===== config.mk =====
export PLATFORM = sky130hd
export DESIGN_NAME = usb_hs_negotiator
export DESIGN_NICKNAME = d
export VERILOG_FILES = /design/src/usb_neg_pkg.sv /design/src/usb_line_state_decode.sv /design/src/usb_speed_negotiation.sv /design/src/usb_line_driver.sv /design/src/usb_hs_negotiator.sv
export VERILOG_INCLUDE_DIRS = /design/src /design/src/src
export SDC_FILE = /design/constraint.sdc
export NUM_CORES = 1
export LEC_CHECK = 0
export BUFFER_PORTS_ARGS = -buffer_cell sky130_fd_sc_hd__buf_2
export CAP_MARGIN = 20
export CORE_ASPECT_RATIO = 0.75
export CORE_MARGIN = 3
export CORE_UTILIZATION = 65
export CTS_BUF_LIST = sky130_fd_sc_hd__clkbuf_8
export DETAILED_ROUTE_END_ITERATION = 16
export MAX_ROUTING_LAYER = met4
export PLACE_DENSITY_LB_ADDON = 0.12
export SETUP_SLACK_MARGIN = 0.4
export SLEW_MARGIN = 20
export SYNTH_ARGS = -nofsm -noshare
export SYNTH_HDL_FRONTEND = slang
export SYNTH_SLANG_ARGS = --single-unit

===== constraint.sdc =====
create_clock -name clk -period 3.5 [get_ports clk]
set_input_delay 0.175 -clock clk [delete_from_list [all_inputs] [get_ports clk]]
set_output_delay 0.175 -clock clk [all_outputs]
set_load 0.03 [all_outputs]

===== src/usb_neg_consts.svh =====
// cycle counts are scaled down for simulation; the filter length must stay below the reset length
`ifndef USB_NEG_CONSTS_SVH
`define USB_NEG_CONSTS_SVH

// a line state must hold this many cycles before it counts
`define USB_NEG_FILTER_CYCLES 4

// qualified SE0 this long is a bus reset
`define USB_NEG_RESET_CYCLES 16

// length of the device K chirp
`define USB_NEG_CHIRP_K_CYCLES 40

// detect window, counted from line release
`define USB_NEG_HS_TIMEOUT 120

// host K-J pairs needed for high speed
`define USB_NEG_MIN_PAIRS 3

`endif


===== src/usb_neg_pkg.sv =====
// shared types only; the low-speed code is defined but never selected by the negotiation
`default_nettype none

package usb_neg_pkg;

    typedef enum logic [1:0] {
        speed_full = 2'b00,
        speed_high = 2'b01,
        speed_low  = 2'b10
    } speed_e;

    // coded as {dp, dm}
    typedef enum logic [1:0] {
        line_se0 = 2'b00,
        line_k   = 2'b01,
        line_j   = 2'b10,
        line_se1 = 2'b11
    } line_e;

    typedef enum logic [2:0] {
        neg_idle             = 3'd0,
        neg_bus_reset        = 3'd1,
        neg_chirp_k          = 3'd2,
        neg_detect_handshake = 3'd3,
        neg_speed_selected   = 3'd4
    } neg_state_e;

    typedef enum logic [1:0] {
        drive_j       = 2'd0,
        drive_k       = 2'd1,
        drive_se0     = 2'd2,
        drive_release = 2'd3
    } drive_e;

endpackage

`default_nettype wire


===== src/usb_line_state_decode.sv =====
// dp_in/dm_in are asynchronous; chirps fire once per filtered run, bus_reset drops as SE0 leaves the synchronizer
`timescale 1ns/1ps
`default_nettype none
`include "usb_neg_consts.svh"

module usb_line_state_decode (
    input  logic clk,
    input  logic rst_n,
    input  logic dp_in,
    input  logic dm_in,
    output logic bus_reset,
    output logic chirp_k,
    output logic chirp_j
);

    localparam int run_w = $clog2(`USB_NEG_RESET_CYCLES + 1);
    localparam logic [run_w-1:0] run_max = run_w'(`USB_NEG_RESET_CYCLES);
    localparam logic [run_w-1:0] filter_last = run_w'(`USB_NEG_FILTER_CYCLES - 1);
    localparam logic [run_w-1:0] reset_last = run_w'(`USB_NEG_RESET_CYCLES - 1);

    logic dp_meta;
    logic dm_meta;
    logic dp_sync;
    logic dm_sync;
    usb_neg_pkg::line_e line_now;
    usb_neg_pkg::line_e line_q;
    usb_neg_pkg::line_e line_filt;
    logic [run_w-1:0] run_cnt;
    logic held;
    logic qualify;
    logic reset_hold;

    assign line_now = usb_neg_pkg::line_e'({dp_sync, dm_sync});
    assign held = (line_now == line_q);
    assign qualify = held && (run_cnt == filter_last);
    assign bus_reset = reset_hold && (line_now == usb_neg_pkg::line_se0);

    // synchronizer parks at J idle
    always_ff @(posedge clk or negedge rst_n) begin
        if (!rst_n) begin
            dp_meta <= 1'b1;
            dm_meta <= 1'b0;
            dp_sync <= 1'b1;
            dm_sync <= 1'b0;
        end else begin
            dp_meta <= dp_in;
            dm_meta <= dm_in;
            dp_sync <= dp_meta;
            dm_sync <= dm_meta;
        end
    end

    // length of the current run, saturating
    always_ff @(posedge clk or negedge rst_n) begin
        if (!rst_n) begin
            line_q  <= usb_neg_pkg::line_j;
            run_cnt <= '0;
        end else if (!held) begin
            line_q  <= line_now;
            run_cnt <= run_w'(1);
        end else if (run_cnt != run_max) begin
            run_cnt <= run_cnt + run_w'(1);
        end
    end

    // only a change of the filtered state produces a chirp
    always_ff @(posedge clk or negedge rst_n) begin
        if (!rst_n) begin
            line_filt  <= usb_neg_pkg::line_j;
            chirp_k    <= 1'b0;
            chirp_j    <= 1'b0;
            reset_hold <= 1'b0;
        end else begin
            chirp_k <= qualify && (line_now == usb_neg_pkg::line_k)
                       && (line_filt != usb_neg_pkg::line_k);
            chirp_j <= qualify && (line_now == usb_neg_pkg::line_j)
                       && (line_filt != usb_neg_pkg::line_j);
            if (qualify) begin
                line_filt <= line_now;
            end
            if (line_now != usb_neg_pkg::line_se0) begin
                reset_hold <= 1'b0;
            end else if (held && (run_cnt == reset_last)) begin
                reset_hold <= 1'b1;
            end
        end
    end

endmodule

`default_nettype wire


===== src/usb_speed_negotiation.sv =====
// a bus reset restarts negotiation from any state; a pair that closes on the timeout cycle still counts
`timescale 1ns/1ps
`default_nettype none
`include "usb_neg_consts.svh"

module usb_speed_negotiation (
    input  logic                clk,
    input  logic                rst_n,
    input  logic                bus_reset,
    input  logic                chirp_k,
    input  logic                chirp_j,
    input  logic                high_speed_supported,
    input  logic                negotiation_enable,
    output usb_neg_pkg::drive_e drive,
    output usb_neg_pkg::speed_e new_speed,
    output logic                speed_valid,
    output logic                neg_clear
);

    localparam int timer_w = $clog2(`USB_NEG_CHIRP_K_CYCLES + `USB_NEG_HS_TIMEOUT);
    localparam logic [timer_w-1:0] chirp_last = timer_w'(`USB_NEG_CHIRP_K_CYCLES - 1);
    localparam logic [timer_w-1:0] window_last = timer_w'(`USB_NEG_HS_TIMEOUT - 1);
    localparam logic [3:0] pair_max = 4'd15;
    localparam logic [3:0] pair_min = 4'(`USB_NEG_MIN_PAIRS);

    usb_neg_pkg::neg_state_e state;
    logic [timer_w-1:0] timer;
    logic [3:0] pairs;
    logic [3:0] pairs_next;
    logic armed;
    logic pair_hit;
    logic hs_allowed;

    assign hs_allowed = high_speed_supported && negotiation_enable;
    assign pair_hit = (state == usb_neg_pkg::neg_detect_handshake) && chirp_j && armed;
    assign pairs_next = (pair_hit && (pairs != pair_max)) ? pairs + 4'd1 : pairs;

    // high speed idles at SE0, full speed at J
    always_comb begin
        case (state)
            usb_neg_pkg::neg_chirp_k:          drive = usb_neg_pkg::drive_k;
            usb_neg_pkg::neg_detect_handshake: drive = usb_neg_pkg::drive_release;
            usb_neg_pkg::neg_speed_selected: begin
                if (new_speed == usb_neg_pkg::speed_high) begin
                    drive = usb_neg_pkg::drive_se0;
                end else begin
                    drive = usb_neg_pkg::drive_j;
                end
            end
            default:                           drive = usb_neg_pkg::drive_j;
        endcase
    end

    always_ff @(posedge clk or negedge rst_n) begin
        if (!rst_n) begin
            state       <= usb_neg_pkg::neg_idle;
            timer       <= '0;
            new_speed   <= usb_neg_pkg::speed_full;
            speed_valid <= 1'b0;
            neg_clear   <= 1'b0;
        end else begin
            speed_valid <= 1'b0;
            neg_clear   <= 1'b0;
            if (bus_reset && (state != usb_neg_pkg::neg_bus_reset)) begin
                state     <= usb_neg_pkg::neg_bus_reset;
                neg_clear <= 1'b1;
            end else begin
                case (state)
                    usb_neg_pkg::neg_bus_reset: begin
                        if (!bus_reset && hs_allowed) begin
                            state <= usb_neg_pkg::neg_chirp_k;
                            timer <= '0;
                        end else if (!bus_reset) begin
                            state       <= usb_neg_pkg::neg_speed_selected;
                            new_speed   <= usb_neg_pkg::speed_full;
                            speed_valid <= 1'b1;
                        end
                    end
                    usb_neg_pkg::neg_chirp_k: begin
                        if (timer == chirp_last) begin
                            state <= usb_neg_pkg::neg_detect_handshake;
                            timer <= '0;
                        end else begin
                            timer <= timer + timer_w'(1);
                        end
                    end
                    usb_neg_pkg::neg_detect_handshake: begin
                        if (timer == window_last) begin
                            state       <= usb_neg_pkg::neg_speed_selected;
                            speed_valid <= 1'b1;
                            new_speed   <= (pairs_next >= pair_min) ?
                                           usb_neg_pkg::speed_high : usb_neg_pkg::speed_full;
                        end else begin
                            timer <= timer + timer_w'(1);
                        end
                    end
                    usb_neg_pkg::neg_speed_selected: begin
                        state <= usb_neg_pkg::neg_speed_selected;
                    end
                    default: begin
                        state <= usb_neg_pkg::neg_idle;
                    end
                endcase
            end
        end
    end

    // K arms, the following J completes a pair
    always_ff @(posedge clk or negedge rst_n) begin
        if (!rst_n) begin
            pairs <= 4'd0;
            armed <= 1'b0;
        end else if (state == usb_neg_pkg::neg_chirp_k) begin
            pairs <= 4'd0;
            armed <= 1'b0;
        end else if (state == usb_neg_pkg::neg_detect_handshake) begin
            pairs <= pairs_next;
            if (chirp_k) begin
                armed <= 1'b1;
            end else if (chirp_j) begin
                armed <= 1'b0;
            end
        end
    end

endmodule

`default_nettype wire


===== src/usb_line_driver.sv =====
// outputs follow their commands by one cycle; release keeps the last pin levels with both enables off
`timescale 1ns/1ps
`default_nettype none

module usb_line_driver (
    input  logic                clk,
    input  logic                rst_n,
    input  usb_neg_pkg::drive_e drive,
    input  usb_neg_pkg::speed_e new_speed,
    input  logic                speed_valid,
    input  logic                neg_clear,
    output logic                dp_out,
    output logic                dm_out,
    output logic                dp_oe,
    output logic                dm_oe,
    output usb_neg_pkg::speed_e device_speed,
    output logic                negotiation_complete,
    output logic                speed_changed
);

    // out of reset the device shows J
    always_ff @(posedge clk or negedge rst_n) begin
        if (!rst_n) begin
            dp_out <= 1'b1;
            dm_out <= 1'b0;
            dp_oe  <= 1'b1;
            dm_oe  <= 1'b1;
        end else begin
            case (drive)
                usb_neg_pkg::drive_j: begin
                    dp_out <= 1'b1;
                    dm_out <= 1'b0;
                    dp_oe  <= 1'b1;
                    dm_oe  <= 1'b1;
                end
                usb_neg_pkg::drive_k: begin
                    dp_out <= 1'b0;
                    dm_out <= 1'b1;
                    dp_oe  <= 1'b1;
                    dm_oe  <= 1'b1;
                end
                usb_neg_pkg::drive_se0: begin
                    dp_out <= 1'b0;
                    dm_out <= 1'b0;
                    dp_oe  <= 1'b1;
                    dm_oe  <= 1'b1;
                end
                default: begin
                    dp_oe <= 1'b0;
                    dm_oe <= 1'b0;
                end
            endcase
        end
    end

    always_ff @(posedge clk or negedge rst_n) begin
        if (!rst_n) begin
            device_speed         <= usb_neg_pkg::speed_full;
            negotiation_complete <= 1'b0;
            speed_changed        <= 1'b0;
        end else begin
            speed_changed <= speed_valid && (new_speed != device_speed);
            if (speed_valid) begin
                device_speed <= new_speed;
            end
            // clear wins over a same-cycle load
            if (neg_clear) begin
                negotiation_complete <= 1'b0;
            end else if (speed_valid) begin
                negotiation_complete <= 1'b1;
            end
        end
    end

endmodule

`default_nettype wire


===== src/usb_hs_negotiator.sv =====
// dp_in/dm_in are the receiver's view of the bus; the two control inputs are expected to stay static
`timescale 1ns/1ps
`default_nettype none

module usb_hs_negotiator (
    input  logic                clk,
    input  logic                rst_n,
    input  logic                dp_in,
    input  logic                dm_in,
    input  logic                high_speed_supported,
    input  logic                negotiation_enable,
    output logic                dp_out,
    output logic                dm_out,
    output logic                dp_oe,
    output logic                dm_oe,
    output usb_neg_pkg::speed_e device_speed,
    output logic                negotiation_complete,
    output logic                speed_changed
);

    logic                bus_reset;
    logic                chirp_k;
    logic                chirp_j;
    usb_neg_pkg::drive_e drive;
    usb_neg_pkg::speed_e new_speed;
    logic                speed_valid;
    logic                neg_clear;

    usb_line_state_decode u_decode (
        .clk       (clk),
        .rst_n     (rst_n),
        .dp_in     (dp_in),
        .dm_in     (dm_in),
        .bus_reset (bus_reset),
        .chirp_k   (chirp_k),
        .chirp_j   (chirp_j)
    );

    usb_speed_negotiation u_negotiation (
        .clk                  (clk),
        .rst_n                (rst_n),
        .bus_reset            (bus_reset),
        .chirp_k              (chirp_k),
        .chirp_j              (chirp_j),
        .high_speed_supported (high_speed_supported),
        .negotiation_enable   (negotiation_enable),
        .drive                (drive),
        .new_speed            (new_speed),
        .speed_valid          (speed_valid),
        .neg_clear            (neg_clear)
    );

    usb_line_driver u_driver (
        .clk                  (clk),
        .rst_n                (rst_n),
        .drive                (drive),
        .new_speed            (new_speed),
        .speed_valid          (speed_valid),
        .neg_clear            (neg_clear),
        .dp_out               (dp_out),
        .dm_out               (dm_out),
        .dp_oe                (dp_oe),
        .dm_oe                (dm_oe),
        .device_speed         (device_speed),
        .negotiation_complete (negotiation_complete),
        .speed_changed        (speed_changed)
    );

endmodule

`default_nettype wire


==> metrics.csv <==
stage,metric,value,unit
run_status,run status,"complete, but fails checks",
run_status,failing checks,hold timing,
sta,post-layout min period,1.95,ns
sta,RSZ-0062 raised after global routing,false,
grt,first-pass GRT wire length,6350,microns
grt,vias in the first global route,1380,
layout,fillers,186,
synthesis,top cell type's share of synthesized area,0.435,
grt,initial antenna violation count,0,
flow_run,max cap viols,0,
critical_path,Critical-path top delay cell,a22oi_1,
placement,PortBufs,12,
power_and_ir_drop,worst ir drop on vdd,0.338,mV
floorplan,Die Y,54.2,microns
sta,skew final,0.00245,ns
synthesis,Yosys reg bits,41,
placement,Place WS,1.59,ns
floorplan,I/O pins,14,
synthesis,Async SR Flop Fraction,1.00,
clock_tree,CTS resizes,0,
floorplan,chip width,70.2,microns
layout,most frequent cells in the layout,"dfrtp_1 (35), nand2_1 (17), nor2_1 (15)",
sta,count of pins over their slew limit,0,
sta,Hold Slack,-0.0108,ns
grt,gr ovfl total,0,
layout,Reg area,0.00103,sq mm
placement,gpl congestion,0.873,
clock_tree,Clock transition at path regs,0.07,ns
sta,Max Fclk,512,MHz
floorplan,Rows,16,
synthesis,top post-synthesis cells by area,"dfrtp_1 (44%), dfstp_2 (7.8%), ha_1 (3.7%), o21ai_0 (3.2%), nand2_1 (3.2%)",
layout,share of layout cells above drive strength 1,0.172,
critical_path,Critical path buffers and inverters,1,
detailed_routing,DRC,0,
synthesis,Main synth FF type,dfrtp_1,
layout,layout net count,220,
critical_path,startpoint types,register,
critical_path,Worst setup EP type,register,
clock_tree,CTS Hold Bufs,2,
clock_tree,H-tree depth,2,
synthesis,cell type with the largest total area after synthesis,dfrtp_1,
critical_path,crit-path leading delay family,compound AO/OA/AOI/OAI gates,
layout,Layout area overhead,7.52,%
clock_tree,Clock Tree Root,clkbuf_8,
clock_tree,postcts setup bufs,0,
detailed_routing,WL final,3860,microns
floorplan,core box area,0.00278,sq mm
detailed_routing,routed len/inst,15.7,microns
synthesis,sequential cell area fraction in the yosys report,0.514,
grt,Tot GR Track Use,0.232,
sta,total negative slack,0,ns
sta,Final WS setup,1.55,ns
clock_tree,Clock Tree Buf Depth,2,
synthesis,syn nets,208,
clock_tree,Num CTS Buffers,5,
power_and_ir_drop,leakage,0.954,nW
sta,Hold Fails Final Rpt,24,
detailed_routing,initial drt markers,65,
floorplan,initial core utilization,0.723,
synthesis,syn_area_per_cell,10.3,sq um
worst_hold_path,Min-Delay Path Class,in -> async,
detailed_routing,routed vias,1504,
detailed_routing,Post-DRT Antenna Nets,0,
clock_tree,CTS tree,yes,
power_and_ir_drop,pwr dens,394,mW/mm^2
clock_tree,CTS sink cnt,41,
critical_path,Crit Path Class,reg -> reg,
sta,worst slew pin tran,0.844,ns
detailed_routing,Vias/cell,6.14,
power_and_ir_drop,Overall Power,0.000853,W
synthesis,Post-synth EDFFs,0,
synthesis,Unique masters post-synth,51,
synthesis,Post-Syn Instances,196,
critical_path,critical path arrival,2.15,ns
grt,largest net degree at the start of global routing,42,
sta,final-report setup violation count,0,
sta,Rel. slew slack,0.437,
critical_path,CP peak stage delay,0.46,ns
critical_path,required time of the critical path,3.70,ns
placement,HPWL Detailed,2740,microns
synthesis,Synthesis Warnings,0,
layout,area taken by multi-input logic gates,881,sq um
critical_path,crit path max fanout,6,
layout,ant diodes,0,
detailed_routing,First-pass DRT Iterations,4,
synthesis,Post-Syn Area,0.00201,sq mm
floorplan,Die ar.,0.00381,sq mm
clock_tree,clock latency at the later pin of the worst-skew pair,0.28,ns
critical_path,CP cell instances,ha_1 -> and4b_1 -> o211ai_2 -> a22oi_1 -> inv_1 -> o221ai_1,
sta,period utilisation layout,0.558,
layout,"commonest non-fill, non-tap cell in the layout",dfrtp_1,
==> layout make-up <==
type                       instances  area share
inverter                          11      0.0191
clock buffer                       5      0.0318
timing repair buffer              14      0.0370
clock inverter                     3     0.00636
sequential                        41       0.478
tap                               36      0.0208
multi-input combinational        135       0.407
==> path summary, 6_finish.rpt <==
| kind | start | depth (start not counted) | slack (ns) | end |
|---|---|---|---|---|
| hold reg to reg | u_decode.dp_meta | 0 | 0.36 | u_decode.dp_sync |
| setup reg to reg | u_negotiation.timer[0] | 6 | 1.55 | u_negotiation.timer[6] |
| hold / removal | rst_n | 1 | -0.01 | u_negotiation.pairs[1] |
| max in group asynchronous | rst_n | 1 | 2.98 | u_negotiation.timer[4] |
| min in group clk | negotiation_enable | 4 | 0.22 | u_negotiation.speed_valid |
| setup / recovery | u_negotiation.timer[0] | 6 | 1.55 | u_negotiation.timer[6] |
==> cells in the mapped netlist, types with 2 or more instances <==
| cell type | n |
|---|---|
| a21oi_1 | 8 |
| a31o_2 | 2 |
| a32o_1 | 2 |
| and2_1 | 3 |
| and3_1 | 3 |
| buf_2 | 3 |
| buf_4 | 3 |
| clkbuf_1 | 2 |
| dfrtp_1 | 35 |
| dfstp_2 | 6 |
| ha_1 | 6 |
| inv_1 | 10 |
| mux2_2 | 3 |
| mux2i_1 | 3 |
| nand2_1 | 17 |
| nand2b_1 | 5 |
| nand3_1 | 8 |
| nand3b_1 | 2 |
| nand4_1 | 2 |
| nor2_1 | 15 |
| nor2b_1 | 4 |
| nor3_1 | 5 |
| nor4b_1 | 2 |
| o211ai_1 | 2 |
| o21ai_0 | 13 |
| o31ai_1 | 2 |
| or4_1 | 2 |
| xnor2_1 | 4 |
| xor2_1 | 2 |
==> worst reg2reg max path: cells and delay by family, from the launching register on <==
kind	cells	cell delay (ns)
adders and majority gates	1	0.22
buffers and inverters	1	0.15
AOI/OAI and AO/OA	3	0.85
and+or+nand+nor	1	0.26
DFF	1	0.39
==> report_power, final <==
part / switching (W) / total [W] / leakage, nW / internal, W
logic: 0.0000285 / 0.0000557 / 0.408 / 0.0000271
registers: 0.0000150 / 0.000513 / 0.497 / 0.000498
clock network: 0.000150 / 0.000285 / 0.0491 / 0.000135
total: 0.000193 / 0.000853 / 0.954 / 0.000660
==> flip-flops by register name, summed over array words and instances, names as in the netlist, 2 cells and up <==
register / flops
u_decode.line_q: 2
u_decode.line_filt: 2
u_decode.run_cnt: 5
u_negotiation.state: 3
u_negotiation.timer: 8
u_negotiation.pairs: 4
==> through the flow <==
step	cells	utilization	cell area, sq um
4_1_cts	245	0.777	2160
6_report	245	0.777	2160
2_1_floorplan	196	-	2010
3_5_place_dp	235	0.741	2060
3_3_place_gp	235	0.741	2060
5_1_grt	245	0.777	2160
==> per-layer routing <==
layer | up-vias | share of wire | GRT usage
met5 | - | 0 | -
met4 | 0 | 0.024 | 0.115
met3 | 14 | 0.045 | 0.0541
met2 | 48 | 0.47 | 0.373
met1 | 727 | 0.47 | 0.281
li1 | 715 | - | -
==> logic make-up (layout without fill, tap and decap cells) <==
kind of cell,count (synthesis),count (layout),share of synthesized area
AO/OA/AOI/OAI,41,41,0.139
flip-flops,41,41,0.514
multiplexers,6,6,0.0317
AND/OR/NAND/NOR,75,75,0.201
XOR/XNOR,6,6,0.0261
buffers and inverters,20,33,0.0485
other,1,1,0.00186
adder cells (fa/ha/maj),6,6,0.0373
Note: power is estimated with default switching activity, not from simulation.
